[src/design/smux_pkg.sv]
// Stream counts, widths and FIFO depth for the sensor link multiplexer.
// Tagged 16-bit frame with its data and command views.
package smux_pkg;

	// ----------------------------------------
	// Sizes
	// ----------------------------------------
	localparam int NUM_STREAMS = 8;
	localparam int SAMPLE_W = 12;
	localparam int AT_W = 8;
	localparam int IDX_W = 3;
	localparam int TIMER_W = 10;
	localparam int AT_DEPTH = 8;
	localparam int AT_PTR_W = $clog2(AT_DEPTH);

	// Frame layout. The kind bit selects how the rest is read.
	localparam int FRAME_W = 16;
	localparam int PAD_W = FRAME_W - 1 - AT_W;
	localparam logic KIND_DATA = 1'b0;
	localparam logic KIND_CMD = 1'b1;

	// ----------------------------------------
	// Frame views
	// ----------------------------------------
	// Sample from one stream.
	typedef struct packed
	{
		logic kind;
		logic [IDX_W-1:0] index;
		logic [SAMPLE_W-1:0] sample;
	} data_view_t;

	// AT character, upper bits padded with zeros.
	typedef struct packed
	{
		logic kind;
		logic [PAD_W-1:0] pad;
		logic [AT_W-1:0] character;
	} cmd_view_t;

	typedef union packed
	{
		data_view_t data;
		cmd_view_t cmd;
	} frame_t;

endpackage

[src/design/smux_ifs.sv]
// Sample bank and slot grant interfaces.
interface bank_if;
	// One slot per stream, with its full flag.
	logic [smux_pkg::NUM_STREAMS-1:0] full;
	logic [smux_pkg::NUM_STREAMS-1:0][smux_pkg::SAMPLE_W-1:0] samples;
	// Clears the slot at pop_index.
	logic pop;
	logic [smux_pkg::IDX_W-1:0] pop_index;

	modport holder (output full, output samples, input pop, input pop_index);
	modport reader (input samples, output pop, output pop_index);
	modport viewer (input full);
endinterface

interface grant_if;
	// Current owner of the output.
	logic grant_valid;
	logic grant_at;
	logic [smux_pkg::IDX_W-1:0] grant_index;
	// Pulses once the output ack of a frame has fallen.
	logic word_done;
	// Command FIFO head.
	logic at_empty;
	logic [smux_pkg::AT_W-1:0] at_char;
	logic at_pop;

	modport scheduler (output grant_valid, output grant_at, output grant_index,
		input word_done, input at_empty);
	modport sender (input grant_valid, input grant_at, input grant_index,
		input at_char, output word_done, output at_pop);
	modport cmd_source (output at_empty, output at_char, input at_pop);
endinterface

[src/design/at_buffer.sv]
// Four-phase receiver for AT characters feeding an 8-deep circular FIFO.
module at_buffer
(
	input  logic clock,
	input  logic resetn,
	input  logic at_req_i,
	input  logic [smux_pkg::AT_W-1:0] at_data_i,
	output logic at_ack_o,
	grant_if.cmd_source cmd
);

	logic [smux_pkg::AT_W-1:0] mem [smux_pkg::AT_DEPTH];
	// One extra bit tells full from empty.
	logic [smux_pkg::AT_PTR_W:0] wr_ptr;
	logic [smux_pkg::AT_PTR_W:0] rd_ptr;
	logic fifo_full;
	logic fifo_empty;
	logic accept;
	logic ack_q;

	assign fifo_empty = (wr_ptr == rd_ptr);
	assign fifo_full = (wr_ptr[smux_pkg::AT_PTR_W] != rd_ptr[smux_pkg::AT_PTR_W])
		&& (wr_ptr[smux_pkg::AT_PTR_W-1:0] == rd_ptr[smux_pkg::AT_PTR_W-1:0]);
	assign accept = at_req_i && !fifo_full && !ack_q;

	always_ff @(posedge clock or negedge resetn)
	begin
		if (!resetn)
		begin
			wr_ptr <= '0;
			rd_ptr <= '0;
			ack_q <= 1'b0;
		end
		else
		begin
			if (accept)
			begin
				wr_ptr <= wr_ptr + 1'b1;
				ack_q <= 1'b1;
			end
			else if (!at_req_i)
			begin
				ack_q <= 1'b0;
			end

			if (cmd.at_pop && !fifo_empty)
			begin
				rd_ptr <= rd_ptr + 1'b1;
			end
		end
	end

	always_ff @(posedge clock)
	begin
		if (accept)
		begin
			mem[wr_ptr[smux_pkg::AT_PTR_W-1:0]] <= at_data_i;
		end
	end

	assign at_ack_o = ack_q;
	assign cmd.at_empty = fifo_empty;
	assign cmd.at_char = mem[rd_ptr[smux_pkg::AT_PTR_W-1:0]];

endmodule

[src/design/frame_sender.sv]
// Frame builder and four-phase output port.
module frame_sender
(
	input  logic clock,
	input  logic resetn,
	grant_if.sender grant,
	bank_if.reader bank,
	output logic frame_req_o,
	output logic [smux_pkg::FRAME_W-1:0] frame_o,
	input  logic frame_ack_i
);

	typedef enum logic [1:0] {TX_IDLE, TX_WAIT_ACK, TX_WAIT_RELEASE} tx_state_t;

	tx_state_t tx_state;
	smux_pkg::frame_t next_frame;
	smux_pkg::frame_t frame_q;
	logic start;

	assign start = (tx_state == TX_IDLE) && grant.grant_valid;

	// Fill the view that matches the granted source.
	always_comb
	begin
		next_frame = '0;
		if (grant.grant_at)
		begin
			next_frame.cmd.kind = smux_pkg::KIND_CMD;
			next_frame.cmd.pad = '0;
			next_frame.cmd.character = grant.at_char;
		end
		else
		begin
			next_frame.data.kind = smux_pkg::KIND_DATA;
			next_frame.data.index = grant.grant_index;
			next_frame.data.sample = bank.samples[grant.grant_index];
		end
	end

	always_ff @(posedge clock or negedge resetn)
	begin
		if (!resetn)
		begin
			tx_state <= TX_IDLE;
			frame_req_o <= 1'b0;
		end
		else
		begin
			case (tx_state)
				TX_IDLE:
				begin
					if (start)
					begin
						frame_req_o <= 1'b1;
						tx_state <= TX_WAIT_ACK;
					end
				end
				TX_WAIT_ACK:
				begin
					if (frame_ack_i)
					begin
						frame_req_o <= 1'b0;
						tx_state <= TX_WAIT_RELEASE;
					end
				end
				TX_WAIT_RELEASE:
				begin
					if (!frame_ack_i)
						tx_state <= TX_IDLE;
				end
				default:
					tx_state <= TX_IDLE;
			endcase
		end
	end

	// Frame is held for the whole handshake.
	always_ff @(posedge clock)
	begin
		if (start)
			frame_q <= next_frame;
	end

	assign frame_o = frame_q;
	assign bank.pop = start && !grant.grant_at;
	assign bank.pop_index = grant.grant_index;
	assign grant.at_pop = start && grant.grant_at;
	assign grant.word_done = (tx_state == TX_WAIT_RELEASE) && !frame_ack_i;

endmodule

[src/design/slot_scheduler.sv]
// Rotating slot scheduler with AT drain mode.
// Slot timer, rotating enable mask and stream index.
module slot_scheduler
(
	input  logic clock,
	input  logic resetn,
	input  logic sending_i,
	input  logic want_at_i,
	input  logic [smux_pkg::NUM_STREAMS-1:0] selected_streams_i,
	input  logic [smux_pkg::TIMER_W-1:0] slot_cycles_i,
	bank_if.viewer bank,
	grant_if.scheduler grant
);

	typedef enum logic [2:0] {ST_IDLE, ST_AT, ST_LOAD, ST_FIND, ST_RUN} state_t;

	state_t state;
	state_t next_state;
	logic [smux_pkg::TIMER_W-1:0] timer;
	logic [smux_pkg::NUM_STREAMS-1:0] mask;
	logic [smux_pkg::IDX_W-1:0] index;
	logic timer_done;
	logic end_slot;
	logic advance;
	logic last_index;
	logic in_flight;
	logic grant_valid;

	// ----------------------------------------
	// Slot timer and rotation
	// ----------------------------------------
	assign timer_done = (timer == slot_cycles_i);
	// A slot ends only between frames.
	assign end_slot = (state == ST_RUN) && timer_done && !in_flight;
	assign advance = ((state == ST_FIND) && !mask[0]) || end_slot;
	assign last_index = (index == smux_pkg::IDX_W'(smux_pkg::NUM_STREAMS - 1));

	always_ff @(posedge clock or negedge resetn)
	begin
		if (!resetn)
		begin
			timer <= '0;
			mask <= '0;
			index <= '0;
			in_flight <= 1'b0;
		end
		else
		begin
			// Timer holds while a frame handshake is open.
			if (state != ST_RUN)
				timer <= '0;
			else if (!in_flight && !timer_done)
				timer <= timer + 1'b1;

			if (state == ST_LOAD)
				mask <= selected_streams_i;
			else if (advance)
				mask <= {mask[0], mask[smux_pkg::NUM_STREAMS-1:1]};

			if (state == ST_IDLE)
				index <= '0;
			else if (advance)
				index <= index + 1'b1;

			// Mirrors the sender: busy from a granted start until word_done.
			if (grant.word_done)
				in_flight <= 1'b0;
			else if (grant_valid)
				in_flight <= 1'b1;
		end
	end

	// ----------------------------------------
	// FSM
	// ----------------------------------------
	always_comb
	begin
		next_state = state;
		case (state)
			ST_IDLE:
			begin
				if (sending_i && want_at_i && !grant.at_empty)
					next_state = ST_AT;
				else if (sending_i)
					next_state = ST_LOAD;
			end
			ST_AT:
			begin
				if (grant.at_empty && !in_flight)
					next_state = ST_IDLE;
			end
			ST_LOAD:
				next_state = ST_FIND;
			ST_FIND:
			begin
				// A finished rotation goes back through Idle to relatch the mask.
				if (!sending_i)
					next_state = ST_IDLE;
				else if (mask[0])
					next_state = ST_RUN;
				else if (last_index)
					next_state = ST_IDLE;
			end
			ST_RUN:
			begin
				if (end_slot)
					next_state = last_index ? ST_IDLE : ST_FIND;
			end
			default:
				next_state = ST_IDLE;
		endcase
	end

	always_ff @(posedge clock or negedge resetn)
	begin
		if (!resetn)
			state <= ST_IDLE;
		else
			state <= next_state;
	end

	// Valid means the owner has a word ready and a new frame may start.
	always_comb
	begin
		grant_valid = 1'b0;
		if (state == ST_AT)
			grant_valid = sending_i && !grant.at_empty;
		else if (state == ST_RUN)
			grant_valid = sending_i && bank.full[index] && !timer_done;
	end

	assign grant.grant_valid = grant_valid;
	assign grant.grant_at = (state == ST_AT);
	assign grant.grant_index = index;

endmodule

[src/design/smux_top.sv]
// Stream multiplexer top level.
// Receivers, command FIFO, slot scheduler and frame sender.
module smux_top
(
	input  logic clock,
	input  logic resetn,
	// Sample streams.
	input  logic [smux_pkg::NUM_STREAMS-1:0] stream_req_i,
	input  logic [smux_pkg::NUM_STREAMS-1:0][smux_pkg::SAMPLE_W-1:0] stream_data_i,
	output logic [smux_pkg::NUM_STREAMS-1:0] stream_ack_o,
	// Command channel.
	input  logic at_req_i,
	input  logic [smux_pkg::AT_W-1:0] at_data_i,
	output logic at_ack_o,
	// Control.
	input  logic sending_i,
	input  logic want_at_i,
	input  logic [smux_pkg::NUM_STREAMS-1:0] selected_streams_i,
	input  logic [smux_pkg::TIMER_W-1:0] slot_cycles_i,
	// Output port.
	output logic frame_req_o,
	output logic [smux_pkg::FRAME_W-1:0] frame_o,
	input  logic frame_ack_i
);

	bank_if bank ();
	grant_if grant ();

	stream_inputs u_stream_inputs (
		.clock        (clock),
		.resetn       (resetn),
		.stream_req_i (stream_req_i),
		.stream_data_i(stream_data_i),
		.stream_ack_o (stream_ack_o),
		.bank         (bank.holder)
	);

	at_buffer u_at_buffer (
		.clock    (clock),
		.resetn   (resetn),
		.at_req_i (at_req_i),
		.at_data_i(at_data_i),
		.at_ack_o (at_ack_o),
		.cmd      (grant.cmd_source)
	);

	slot_scheduler u_slot_scheduler (
		.clock             (clock),
		.resetn            (resetn),
		.sending_i         (sending_i),
		.want_at_i         (want_at_i),
		.selected_streams_i(selected_streams_i),
		.slot_cycles_i     (slot_cycles_i),
		.bank              (bank.viewer),
		.grant             (grant.scheduler)
	);

	frame_sender u_frame_sender (
		.clock      (clock),
		.resetn     (resetn),
		.grant      (grant.sender),
		.bank       (bank.reader),
		.frame_req_o(frame_req_o),
		.frame_o    (frame_o),
		.frame_ack_i(frame_ack_i)
	);

endmodule

[src/design/stream_inputs.sv]
// Eight four-phase sample receivers with a one-sample slot each.
module stream_inputs
(
	input  logic clock,
	input  logic resetn,
	input  logic [smux_pkg::NUM_STREAMS-1:0] stream_req_i,
	input  logic [smux_pkg::NUM_STREAMS-1:0][smux_pkg::SAMPLE_W-1:0] stream_data_i,
	output logic [smux_pkg::NUM_STREAMS-1:0] stream_ack_o,
	bank_if.holder bank
);

	for (genvar i = 0; i < smux_pkg::NUM_STREAMS; i++)
	begin : g_rx
		logic full_q;
		logic ack_q;
		logic take;
		logic [smux_pkg::SAMPLE_W-1:0] sample_q;

		// A request is taken only into an empty slot, and only once per handshake.
		assign take = stream_req_i[i] && !full_q && !ack_q;

		always_ff @(posedge clock or negedge resetn)
		begin
			if (!resetn)
			begin
				full_q <= 1'b0;
				ack_q <= 1'b0;
			end
			else
			begin
				if (take)
				begin
					full_q <= 1'b1;
				end
				else if (bank.pop && (bank.pop_index == smux_pkg::IDX_W'(i)))
				begin
					full_q <= 1'b0;
				end

				// Ack rises with the take and drops the cycle after req falls.
				if (take)
				begin
					ack_q <= 1'b1;
				end
				else if (!stream_req_i[i])
				begin
					ack_q <= 1'b0;
				end
			end
		end

		always_ff @(posedge clock)
		begin
			if (take)
			begin
				sample_q <= stream_data_i[i];
			end
		end

		assign bank.full[i] = full_q;
		assign bank.samples[i] = sample_q;
		assign stream_ack_o[i] = ack_q;
	end

endmodule

[config.mk]
export PLATFORM = sky130hd
export DESIGN_NAME = smux_top
export DESIGN_NICKNAME = d
export VERILOG_FILES = /design/src/design/smux_pkg.sv /design/src/design/smux_ifs.sv /design/src/design/at_buffer.sv /design/src/design/frame_sender.sv /design/src/design/slot_scheduler.sv /design/src/design/smux_top.sv /design/src/design/stream_inputs.sv
export SDC_FILE = /design/constraint.sdc
export NUM_CORES = 1
export LEC_CHECK = 0
export BUFFER_PORTS_ARGS = -buffer_cell sky130_fd_sc_hd__buf_2
export CORE_MARGIN = 2
export CORE_UTILIZATION = 25
export CTS_CLUSTER_DIAMETER = 60
export CTS_CLUSTER_SIZE = 20
export DETAILED_ROUTE_END_ITERATION = 10
export PLACE_DENSITY_LB_ADDON = 0.1
export SYNTH_ARGS = -nofsm -noshare
export SYNTH_HDL_FRONTEND = slang
export SYNTH_HIERARCHICAL = 1
export SYNTH_SLANG_ARGS = --single-unit
[constraint.sdc]
create_clock -name clock -period 12.9 [get_ports clock]
set_clock_uncertainty 0.1 [all_clocks]
set_input_delay 0.645 -clock clock [delete_from_list [all_inputs] [get_ports clock]]
set_output_delay 0.645 -clock clock [all_outputs]
set_load 0.02 [all_outputs]
==> impl_results.md, run 1 <==
- Gr ovfl total: 0
- # rows: 72
- Cell taking the most area after synthesis: edfxtp_1
- Post-synth EDFFs: between 150 and 200
- Main area contributors after synthesis: edfxtp_1 (54%), dfrtp_1 (13%), mux4_2 (3.9%)
- CTS root buf: clkbuf_16
- ANT nets after route: 0
- CP max-delay cell: dfrtp_1
- Width of the die: about 200 um
- Worst setup path class: reg -> reg
- CP startpoint kind: flip-flop
- Most used cell, CP: nor2b_1
- Avg Vias per Cell: 4.53
- Switching pwr: between 600 and 700 uW
- Synthesized net count: about 760
- Latest clock arrival within the worst-skew pair: about 0.52 ns
- Num ports: roughly 160
- Final setup violation count: 0
- Post-CTS setup buffer count: 0
- Final Wtd Congestion: between 0.7 and 0.8
- Max Slew Vio Count: 0
- CP Cell Sequence: xnor2_2 > nand3_1 > nor2_1 > nor2b_1 > nand2_1 > o31ai_2 > nor3b_2 > buf_4 > nor2b_1 > or4b_1 > a21o_1
- Cell area after layout: between 0.01 and 0.015 mm^2
- Cell area after synthesis: about 0.0098 mm^2
- Tot GR Track Use: 0.128
- Clock network fraction of design power: 0.328
- Worst-Margin Slew: around 1.1 ns
- DIE AREA: 0.0410 mm^2
- Reg2reg start: u_at_buffer/rd_ptr[1]
- Leakage: around 4.4 nW
- RSZ-0062 raised after global routing: no
- Final Hold Viols: 0
- Most common cell after layout, fill and taps aside: edfxtp_1
- Reg clk slew, reported paths: about 0.06 ns
- Bufs and invs on worst path: 1
- CTS tree: yes
- Critical path capture point type: flip-flop
- Sequential share of power: 0.440
- Cts repair resizes: 0
- Pwr/cell area: 188 mW/mm^2
- Hpwl dp: around 18 mm
- Fin nets: a little over 900
- CP Launch Point: u_at_buffer/rd_ptr[1]
- Int Pwr: roughly 1.6 mW
- Synth async-reset ratio: 0.231
- Data required time of the critical path: between 10 and 15 ns
- Largest net degree at the start of global routing: between 50 and 60
- Worst VDD drop: about 92 uV
- Syn Inst Count: 617
- CP Data Arrival Time: just over 4 ns
- Layout Cells excl Fill: ~1,300
- Vias: between 5,000 and 6,000
- Seq/Total Area, Yosys: 0.671
- Share of the synthesized area in the top cell type: 0.537
- Syn_area_per_cell: about 16 um^2
- CP top delay family: simple AND/OR/NAND/NOR gates
- DR DRC count: 0
- Global-route wire length before repair: around 40 mm
- Drt wl/cell: a little over 20 um
- Setup tns final: 0 ns
- Placed cell area: around 0.011 mm^2
- Switching Fraction: 0.308
- CP Max Fanout: 20
- Final core utilization: 0.309
- CP peak stage delay: 0.93 ns
- Fillers: 3,897
- Max cap viols: 0
- Depth of the CTS H-tree: 1
- Tcrit/Tclk final: 0.297
- Number of CTS-inserted buffers: 24
- Cts-stage hold buffer count: 0
- First-pass DRT Iterations: 4
- CTS max path bufs: 3
- Layout cell share with drive strength beyond 1: 0.347
- Distinct cells, synth: 67
- Layout area overhead: 21.8%
- Status: finished, final reports clean
- Port Buffers: about 160
- Core footprint: 0.0387 mm^2
- #FFs+latches synth: around 230
- Post-route total power: about 2.3 mW
- Commonest non-fill, non-tap cells in the layout: edfxtp_1 (176), buf_2 (161), dfrtp_1 (52)
- Drt first-iter violations: around 380
- Die Y: slightly above 200 um
- Clock sinks: roughly 230
- HP Class: in -> async
- Initial Util: 0.254
- Comb pwr share: 0.231
- Achievable clock frequency: around 260 MHz
- Synth warn: 6
- Inst Count DP: about 1,300
- Relative slew slack: 0.245
- Initial antenna violation count: 1
- DRT Wirelength: between 20 and 30 mm
- Vias in the first global route: about 6,300
- Min Tclk post-route: about 3.8 ns
- Top FF cell, synth: edfxtp_1
## worst reg2reg max path: stages (launching register included)
cell	delay (ns)
dfrtp_1	0.93
xnor2_2	0.19
nand3_1	0.24
nor2_1	0.10
nor2b_1	0.21
nand2_1	0.10
o31ai_2	0.15
nor3b_2	0.22
buf_4	0.33
nor2b_1	0.50
or4b_1	0.48
a21o_1	0.19
## state kept, by name (all words and copies together), names as in the netlist, 4 cells and up
register                       count
u_frame_sender/frame_o            16
u_slot_scheduler/timer            10
u_at_buffer/rd_ptr                 4
u_at_buffer/wr_ptr                 4
u_stream_inputs/g_rx.sample_q     96
u_stream_inputs/g_rx.full_q        8
u_slot_scheduler/mask              8
u_stream_inputs/g_rx.ack_q         8
u_at_buffer/mem                   64
## layout make-up
type	instances	area, um^2	area share
flip-flops and latches	229	6610	0.552
multi-input cells	326	2900	0.242
repair buffers	175	911	0.0760
clock buffers	27	653	0.0545
well taps	518	648	0.0541
clock inverters	17	205	0.0171
inverters	15	56.3	0.00470
diodes	2	5.00	0.000417
## per-stage QoR
step	hold WS [ns]	setup WS, ns
finish	0.164	9.06
global route	0.150	8.71
CTS	0.149	8.99
detailed placement	0.413	9.00
global placement	0.394	9.12
floorplan	0.249	8.68
## cell usage after synthesis (6+ instances only)
master and instances:
a21boi_0 8, a21o_1 9, a21oi_1 15, a221o_1 8, a31oi_1 7, buf_2 11
buf_4 20, clkbuf_1 7, dfrtp_1 53, edfxtp_1 176, inv_1 15, mux2_4 8
mux2i_1 23, mux4_1 11, mux4_2 17, nand2_1 21, nand3_1 9, nor2_1 25
nor2b_1 9, nor3_1 14, nor3b_1 10, o21ai_0 20, o22ai_1 13, or3_1 6
xnor2_1 6, xor2_1 11
## path summary, 6_finish.rpt
path | to | slack [ns] | cells after the start
worst max-delay path | u_stream_inputs/g_rx[0].full_q | 9.06 | 11
max in group asynchronous | u_slot_scheduler/grant.grant_index[0] | 11.99 | 2
min in group clock | u_stream_inputs/g_rx[5].sample_q[3] | 0.18 | 1
worst min-delay path | u_slot_scheduler/timer[2] | 0.16 | 2
worst max register to register | u_stream_inputs/g_rx[0].full_q | 9.06 | 11
worst min register to register | u_at_buffer/at_ack_o | 0.42 | 1
## power groups by stage
stage          clock network [mW]  registers, mW  logic [mW]
6_report                    0.741          0.993       0.521
5_1_grt                     0.797           1.01       0.569
4_1_cts                     0.768          0.995       0.531
3_5_place_dp                    0           1.01       0.529
3_3_place_gp                    0           1.00       0.518
2_1_floorplan                   0          0.984       0.391
## routing by layer
metal | share of wire | wire length, um | global-route usage
met1 | 0.45 | 12000 | 0.174
met5 | 0 | 0 | 0
met4 | 0.015 | 402 | 0.0292
met2 | 0.48 | 12600 | 0.212
met3 | 0.057 | 1500 | 0.0260
## cell families after synthesis
family | share of synthesized area
AO/OA/AOI/OAI | 0.0698
flip-flops | 0.671
XOR/XNOR | 0.0217
multiplexers | 0.111
AND/OR/NAND/NOR | 0.0801
buffers and inverters | 0.0399
adder cells (fa/ha/maj) | 0.00635
(Power assumes the default switching activity.)
==> inputs of run 2 (changes only) <==
==> constraint.sdc (replaced) <==
create_clock -name clock -period 3.4 [get_ports clock]
set_clock_uncertainty 0.1 [all_clocks]
set_input_delay 0.17 -clock clock [delete_from_list [all_inputs] [get_ports clock]]
set_output_delay 0.17 -clock clock [all_outputs]
set_load 0.02 [all_outputs]
==> impl_results.md, run 2 (synthesized netlist as in run 1, its figures left out) <==
- Cell area after layout: 0.0133 mm^2 (was 0.0120 mm^2)
- ANT nets after route: 0 (unchanged)
- Sequential share of power: 0.435 (was 0.440)
- Reg2reg start: u_slot_scheduler/timer[4] (was u_at_buffer/rd_ptr[1])
- Fillers: 3,818 (was 3,897)
- Reg clk slew, reported paths: 0.05 ns (was 0.06 ns)
- Hpwl dp: 18.8 mm (was 18.5 mm)
- Setup tns final: 0 ns (unchanged)
- Leakage: 4.94 nW (was 4.35 nW)
- Post-route total power: 8.60 mW (was 2.26 mW)
- Beginning of the worst hold path: slot_cycles_i[0]
- CP max-delay cell: dfrtp_1 (unchanged)
- DIE AREA: 0.0410 mm^2 (unchanged)
- CTS max path bufs: 3 (unchanged)
- CP Max Fanout: 11 (was 20)
- RSZ-0062 raised after global routing: no (unchanged)
- Pwr/cell area: 645 mW/mm^2 (was 188 mW/mm^2)
- Inst Count DP: 1,279 (was 1,263)
- Largest register by flop count: u_stream_inputs/g_rx.sample_q (unchanged)
- Tot GR Track Use: 0.133 (was 0.128)
- Layout cell share with drive strength beyond 1: 0.307 (was 0.347)
- DR DRC count: 0 (unchanged)
- CP startpoint kind: flip-flop (unchanged)
- Multi-input logic area: 0.00289 mm^2 (was 0.00290 mm^2)
- Status: finished, final reports clean (unchanged)
- Setup WS pre-CTS: 0.484 ns (was 9.00 ns)
- Bufs and invs on worst path: 1 (unchanged)
- Worst VDD drop: 354 uV (was 91.8 uV)
- Final Hold Viols: 0 (unchanged)
- Num ports: 162 (unchanged)
- Final Worst Setup Slack: 0.516 ns (was 9.06 ns)
- # rows: 72 (unchanged)
- Most common cell after layout, fill and taps aside: edfxtp_1 (unchanged)
- CP peak stage delay: 0.48 ns (was 0.93 ns)
- Max Slew Vio Count: 0 (unchanged)
- Placed cell area: 0.0112 mm^2 (was 0.0111 mm^2)
- Relative slew slack: 0.199 (was 0.245)
- Final setup violation count: 0 (unchanged)
- Min Tclk post-route: 2.88 ns (was 3.84 ns)
- DRT Wirelength: 27.5 mm (was 26.5 mm)
- CP Data Arrival Time: 3.20 ns (was 4.14 ns)
- CTS tree: yes (unchanged)
- Layout area overhead: 35.3% (was 21.8%)
- Avg Vias per Cell: 4.42 (was 4.53)
- CTS root buf: clkbuf_16 (unchanged)
- Switching Fraction: 0.311 (was 0.308)
- Storage element area: 0.00661 mm^2 (unchanged)
- Max cap viols: 0 (unchanged)
- Width of the die: 202 um (unchanged)
- R2R setup slack: 0.52 ns (was 9.06 ns)
- CP top delay family: simple AND/OR/NAND/NOR gates (unchanged)
- Post-CTS setup buffer count: 0 (unchanged)
- Final Wtd Congestion: 0.791 (was 0.774)
- Final core utilization: 0.344 (was 0.309)
- HP Class: in -> reg (was in -> async)
- Switching pwr: 2.68 mW (was 694 uW)
- Fin nets: 1,055 (was 912)
- CP Launch Point: u_slot_scheduler/timer[4] (was u_at_buffer/rd_ptr[1])
- Comb pwr share: 0.252 (was 0.231)
- First-pass DRT Iterations: 4 (unchanged)
- Max reg flops: 96 (unchanged)
- Hold_ws: 0.159 ns (was 0.164 ns)
- CP Cell Sequence: xor2_1 > nor4_4 > and3_1 > o31ai_2 > nor3b_4 > buf_4 > and2_1 > nand4_1 > a211o_1 (was xnor2_2 > nand3_1 > nor2_1 > nor2b_1 > nand2_1 > o31ai_2 > nor3b_2 > buf_4 > nor2b_1 > or4b_1 > a21o_1)
- Gr ovfl total: 0 (unchanged)
- Global-route wire length before repair: 41.6 mm (was 39.9 mm)
- Clock network fraction of design power: 0.312 (was 0.328)
- Achievable clock frequency: 347 MHz (was 261 MHz)
- Worst-Margin Slew: 1.19 ns (was 1.13 ns)
- Critical path capture point type: flip-flop (unchanged)
- Diode count: 0 (was 2)
- Int Pwr: 5.92 mW (was 1.56 mW)
- Number of CTS-inserted buffers: 26 (was 24)
- Cts-stage hold buffer count: 125 (was 0)
- Initial antenna violation count: 1 (unchanged)
- Port Buffers: 161 (unchanged)
- Commonest non-fill, non-tap cells in the layout: edfxtp_1 (176), buf_2 (161), dlygate4sd3_1 (125) (was edfxtp_1 (176), buf_2 (161), dfrtp_1 (52))
- Layout Cells excl Fill: 1,452 (was 1,309)
- Initial Util: 0.254 (unchanged)
- Core footprint: 0.0387 mm^2 (unchanged)
- Vias: 6,424 (was 5,924)
- Worst setup path class: reg -> reg (unchanged)
- Vias in the first global route: 6,837 (was 6,292)
- Depth of the CTS H-tree: 1 (unchanged)
- Tcrit/Tclk final: 0.848 (was 0.297)
- Clock sinks: 229 (unchanged)
- Die Y: 202 um (unchanged)
- Data required time of the critical path: 3.72 ns (was 13.21 ns)
- Drt wl/cell: 18.9 um (was 20.3 um)
- Cts repair resizes: 0 (unchanged)
- Drt first-iter violations: 324 (was 382)
- Largest net degree at the start of global routing: 43 (was 54)
- Latest clock arrival within the worst-skew pair: 0.54 ns (was 0.52 ns)
run 2: changes by cell type in the layout (fill, tap and decap cells not counted), moves of 3 or more:
cell           delta
dlygate4sd3_1   +125
clkinv_4          +4
inv_6             -3
buf_4            +16
clkbuf_1          +4
run 2: worst paths after layout:
kind	endpoint	depth (start not counted)
max reg2reg	u_at_buffer/rd_ptr[3]	9
min reg2reg	u_at_buffer/at_ack_o	1
min	u_slot_scheduler/timer[4]	5
max in group asynchronous	u_slot_scheduler/timer[0]	3
max	u_at_buffer/rd_ptr[3]	9
min in group asynchronous	u_slot_scheduler/timer[9]	2
run 2: area by class of cell:
cell class,instances,area share
inverters,15,0.00423
clock inverters,18,0.0124
well taps,518,0.0486
clock buffers,30,0.0500
repair buffers,316,0.171
flip-flops and latches,229,0.496
multi-input cells,326,0.217
run 2: power by group through the flow:
| stage | Clock [mW] | Combinational (mW) | Sequential [mW] |
|---|---|---|---|
| floorplan | 0 | 1.49 | 3.74 |
| global placement | 0 | 2.07 | 3.78 |
| detailed placement | 0 | 2.10 | 3.81 |
| CTS | 2.79 | 2.23 | 3.75 |
| global route | 2.92 | 2.38 | 3.80 |
| finish | 2.69 | 2.17 | 3.74 |
run 2: routing by layer:
metal | routed length, um | global-route usage | vias to the layer above
met5 | 11 | 0 | -
met4 | 372 | 0.0308 | 2
met3 | 1440 | 0.0247 | 32
met2 | 13100 | 0.220 | 170
met1 | 12600 | 0.182 | 3226
li1 | - | - | 2994
run 2: tightest hold or removal path: stages:
cell and delay [ns]:
buf_2 0.11, xor2_1 0.12, nor2_1 0.11, nand3_1 0.11, a31o_2 0.14
==> inputs of run 3 (changes only) <==
--- a/config.mk
+++ b/config.mk
@@ -5,6 +5,7 @@
 export SDC_FILE = /design/constraint.sdc
 export NUM_CORES = 1
 export LEC_CHECK = 0
+export ABC_AREA = 1
 export BUFFER_PORTS_ARGS = -buffer_cell sky130_fd_sc_hd__buf_2
 export CORE_MARGIN = 2
 export CORE_UTILIZATION = 25
==> constraint.sdc (replaced) <==
create_clock -name clock -period 3 [get_ports clock]
set_clock_uncertainty 0.1 [all_clocks]
set_input_delay 0.15 -clock clock [delete_from_list [all_inputs] [get_ports clock]]
set_output_delay 0.15 -clock clock [all_outputs]
set_load 0.02 [all_outputs]
==> impl_results.md, run 3 <==
- Distinct cells, synth: 40 (was 67)
- Number of CTS-inserted buffers: 28 (was 26)
- DR DRC count: 0 (unchanged)
- Reg clk slew, reported paths: 0.06 ns (was 0.05 ns)
- Main area contributors after synthesis: edfxtp_1 (51%), dfrtp_1 (13%), nand2_1 (13%) (was edfxtp_1 (54%), dfrtp_1 (13%), mux4_2 (3.9%))
- Vias in the first global route: 7,966 (was 6,837)
- #FFs+latches synth: 229 (unchanged)
- Switching pwr: 3.57 mW (was 2.68 mW)
- DRT Wirelength: 30.4 mm (was 27.5 mm)
- Drt first-iter violations: 409 (was 324)
- Synth warn: 6 (unchanged)
- Width of the die: 208 um (was 202 um)
- CP Max Fanout: 10 (was 11)
- CP max-delay cell: dfrtp_1 (unchanged)
- Gr ovfl total: 0 (unchanged)
- Top FF cell, synth: edfxtp_1 (unchanged)
- Relative slew slack: 0.325 (was 0.199)
- Largest register by flop count: u_stream_inputs/g_rx.sample_q (unchanged)
- Switching Fraction: 0.347 (was 0.311)
- Final setup violation count: 0 (unchanged)
- Synthesized net count: 1,167 (was 758)
- Sequential share of power: 0.404 (was 0.435)
- Setup WS pre-CTS: 0.736 ns (was 0.484 ns)
- Initial Util: 0.254 (about the same)
- Max Slew Vio Count: 0 (unchanged)
- Clock network fraction of design power: 0.320 (was 0.312)
- Most used cell, CP: nand2_1
- Post-CTS setup buffer count: 0 (unchanged)
- Cts repair resizes: 0 (unchanged)
- Fillers: 4,217 (was 3,818)
- Post-synth EDFFs: 176 (unchanged)
- Final Wtd Congestion: 0.770 (was 0.791)
- Port Buffers: 161 (unchanged)
- Drt wl/cell: 16.3 um (was 18.9 um)
- Die Y: 208 um (was 202 um)
- Int Pwr: 6.70 mW (was 5.92 mW)
- Tot GR Track Use: 0.141 (was 0.133)
- Worst setup path class: reg -> reg (unchanged)
- Global-route wire length before repair: 47.1 mm (was 41.6 mm)
- Status: finished, final reports clean (unchanged)
- Syn_area_per_cell: 10.1 um^2 (was 16.0 um^2)
- Setup tns final: 0 ns (unchanged)
- Core footprint: 0.0408 mm^2 (was 0.0387 mm^2)
- Comb pwr share: 0.275 (was 0.252)
- Most common cell after layout, fill and taps aside: nand2_1 (was edfxtp_1)
- Seq/Total Area, Yosys: 0.638 (was 0.671)
- Commonest non-fill, non-tap cells in the layout: nand2_1 (351), edfxtp_1 (176), buf_2 (161) (was edfxtp_1 (176), buf_2 (161), dlygate4sd3_1 (125))
- Layout cell share with drive strength beyond 1: 0.227 (was 0.307)
- Pwr/cell area: 743 mW/mm^2 (was 645 mW/mm^2)
- Layout area overhead: 33.5% (was 35.3%)
- Fin nets: 1,454 (was 1,055)
- CP top delay family: simple AND/OR/NAND/NOR gates (unchanged)
- Tcrit/Tclk final: 0.747 (was 0.848)
- Synth cell count leaders: nand2_1 (351), edfxtp_1 (176), nand3_1 (81), nor2_1 (71), inv_1 (56) (was edfxtp_1 (176), dfrtp_1 (53), nor2_1 (25), mux2i_1 (23), nand2_1 (21))
- Most frequent cell after synthesis: nand2_1 (was edfxtp_1)
- Num ports: 162 (unchanged)
- ANT nets after route: 0 (unchanged)
- Diode count: 0 (unchanged)
- Max reg flops: 96 (unchanged)
- CP Cell Sequence: inv_2 > nand2_2 > nand2_1 > nor2_1 > nand2_2 > inv_1 > inv_1 > nand3_1 > nand2_1 > nand2_1 > nor2_1 > nand2_4 > nand2_1 > nand2_1 (was xor2_1 > nor4_4 > and3_1 > o31ai_2 > nor3b_4 > buf_4 > and2_1 > nand4_1 > a211o_1)
- Worst VDD drop: 342 uV (was 354 uV)
- Synth async-reset ratio: 0.231 (unchanged)
- Data required time of the critical path: 3.34 ns (was 3.72 ns)
- Clock sinks: 229 (unchanged)
- First-pass DRT Iterations: 5 (was 4)
- CTS max path bufs: 3 (unchanged)
- Min Tclk post-route: 2.24 ns (was 2.88 ns)
- # rows: 74 (was 72)
- Cell taking the most area after synthesis: edfxtp_1 (unchanged)
- CP Data Arrival Time: 2.58 ns (was 3.20 ns)
- Final Worst Setup Slack: 0.759 ns (was 0.516 ns)
- Cell area after synthesis: 0.0104 mm^2 (was 0.00985 mm^2)
- DIE AREA: 0.0431 mm^2 (was 0.0410 mm^2)
- CP startpoint kind: flip-flop (unchanged)
- Syn Inst Count: 1,026 (was 617)
- HP Class: in -> reg (unchanged)
- Hold_ws: 0.0346 ns (was 0.159 ns)
- Critical path capture point type: flip-flop (unchanged)
- Initial antenna violation count: 0 (was 1)
- Hpwl dp: 20.7 mm (was 18.8 mm)
- CP peak stage delay: 0.47 ns (was 0.48 ns)
- Avg Vias per Cell: 4.23 (was 4.42)
- Largest net degree at the start of global routing: 53 (was 43)
- Depth of the CTS H-tree: 1 (unchanged)
- Share of the synthesized area in the top cell type: 0.510 (was 0.537)
- Leakage: 5.96 nW (was 4.94 nW)
- CTS root buf: clkbuf_16 (unchanged)
- Worst-Margin Slew: 1.01 ns (was 1.19 ns)
- Final Hold Viols: 0 (unchanged)
- CTS tree: yes (unchanged)
- Max cap viols: 0 (unchanged)
- Post-route total power: 10.3 mW (was 8.60 mW)
- Bufs and invs on worst path: 3 (was 1)
- RSZ-0062 raised after global routing: no (unchanged)
- Achievable clock frequency: 446 MHz (was 347 MHz)
- Latest clock arrival within the worst-skew pair: 0.56 ns (was 0.54 ns)
- Vias: 7,888 (was 6,424)
run 3: changes by cell type in the layout (fill, tap and decap cells not counted), moves of 11 or more:
cell | before | now
nand2_1 | 21 | 351
nand3_1 | 9 | 81
nor2_1 | 25 | 71
inv_1 | 15 | 56
inv_2 | 0 | 39
mux2i_1 | 23 | 0
mux4_2 | 17 | 0
o21ai_0 | 20 | 33
a21oi_1 | 15 | 3
o21ai_1 | 1 | 13
mux4_1 | 11 | 0
run 3: area by class of cell:
cell class                 instances  area [um^2]  area share
clock buffer                      32          737      0.0533
clock inverter                    19          156      0.0113
inverter                          98          373      0.0270
multi-input combinational        644         3010       0.218
sequential                       229         6610       0.478
tap                              532          666      0.0481
timing repair buffer             312         2280       0.165
run 3: timing repair:
item / CTS / global route
setup endpoints to repair: 0 / 0
endpoints found under the hold margin: 247 / 0
hold buffers: 125 / 0
run 3: power groups by stage:
stage / clock [mW] / sequential [mW] / combinational (mW)
finish: 3.29 / 4.16 / 2.83
floorplan: 0 / 4.20 / 1.90
global placement: 0 / 4.22 / 2.77
CTS: 3.42 / 4.16 / 2.90
global route: 3.53 / 4.21 / 3.25
detailed placement: 0 / 4.22 / 2.76
run 3: routing by layer:
metal  track usage  wire, um  vias to the layer above
li1              -         -                     3945
met1         0.203     14700                     3691
met2         0.218     13500                      210
met3        0.0221      1590                       42
met4        0.0391       622                        0
met5             0         0                        -
run 3: worst min-delay path, stage by stage:
cell and delay [ns]:
buf_2 0.08, xnor2_1 0.05, nand2_1 0.06, nor2_2 0.06
nand3_1 0.08, nand2_1 0.09, nand2_1 0.07
run 3: kinds of logic after synthesis:
group,share of synthesized area
AOI/OAI and AO/OA,0.0348
xor gates and xnor gates,0.0144
adders and majority gates,0.00604
buffers and inverters,0.0715
DFF,0.638
and+or+nand+nor,0.236
run 3: per-stage QoR:
stage               std cells  cell area [um^2]   util
finish                   1866             13800  0.339
global route             1866             13800  0.339
CTS                      1866             13800  0.339
detailed placement       1690             11700  0.286
global placement         1690             11700  0.286
floorplan                1026             10400      -
run 3: worst paths after layout:
path,from,endpoint,cells past startpoint,slack [ns]
max in group asynchronous,resetn,u_at_buffer/wr_ptr[0],3,1.84
min in group asynchronous,resetn,u_slot_scheduler/mask[4],2,0.11
worst max register to register,u_at_buffer/rd_ptr[2],u_at_buffer/rd_ptr[1],14,0.76
worst min-delay path,slot_cycles_i[7],u_slot_scheduler/state[2],7,0.03
worst min register to register,u_at_buffer/wr_ptr[3],u_at_buffer/wr_ptr[3],2,0.40
worst max-delay path,u_at_buffer/rd_ptr[2],u_at_buffer/rd_ptr[1],14,0.76
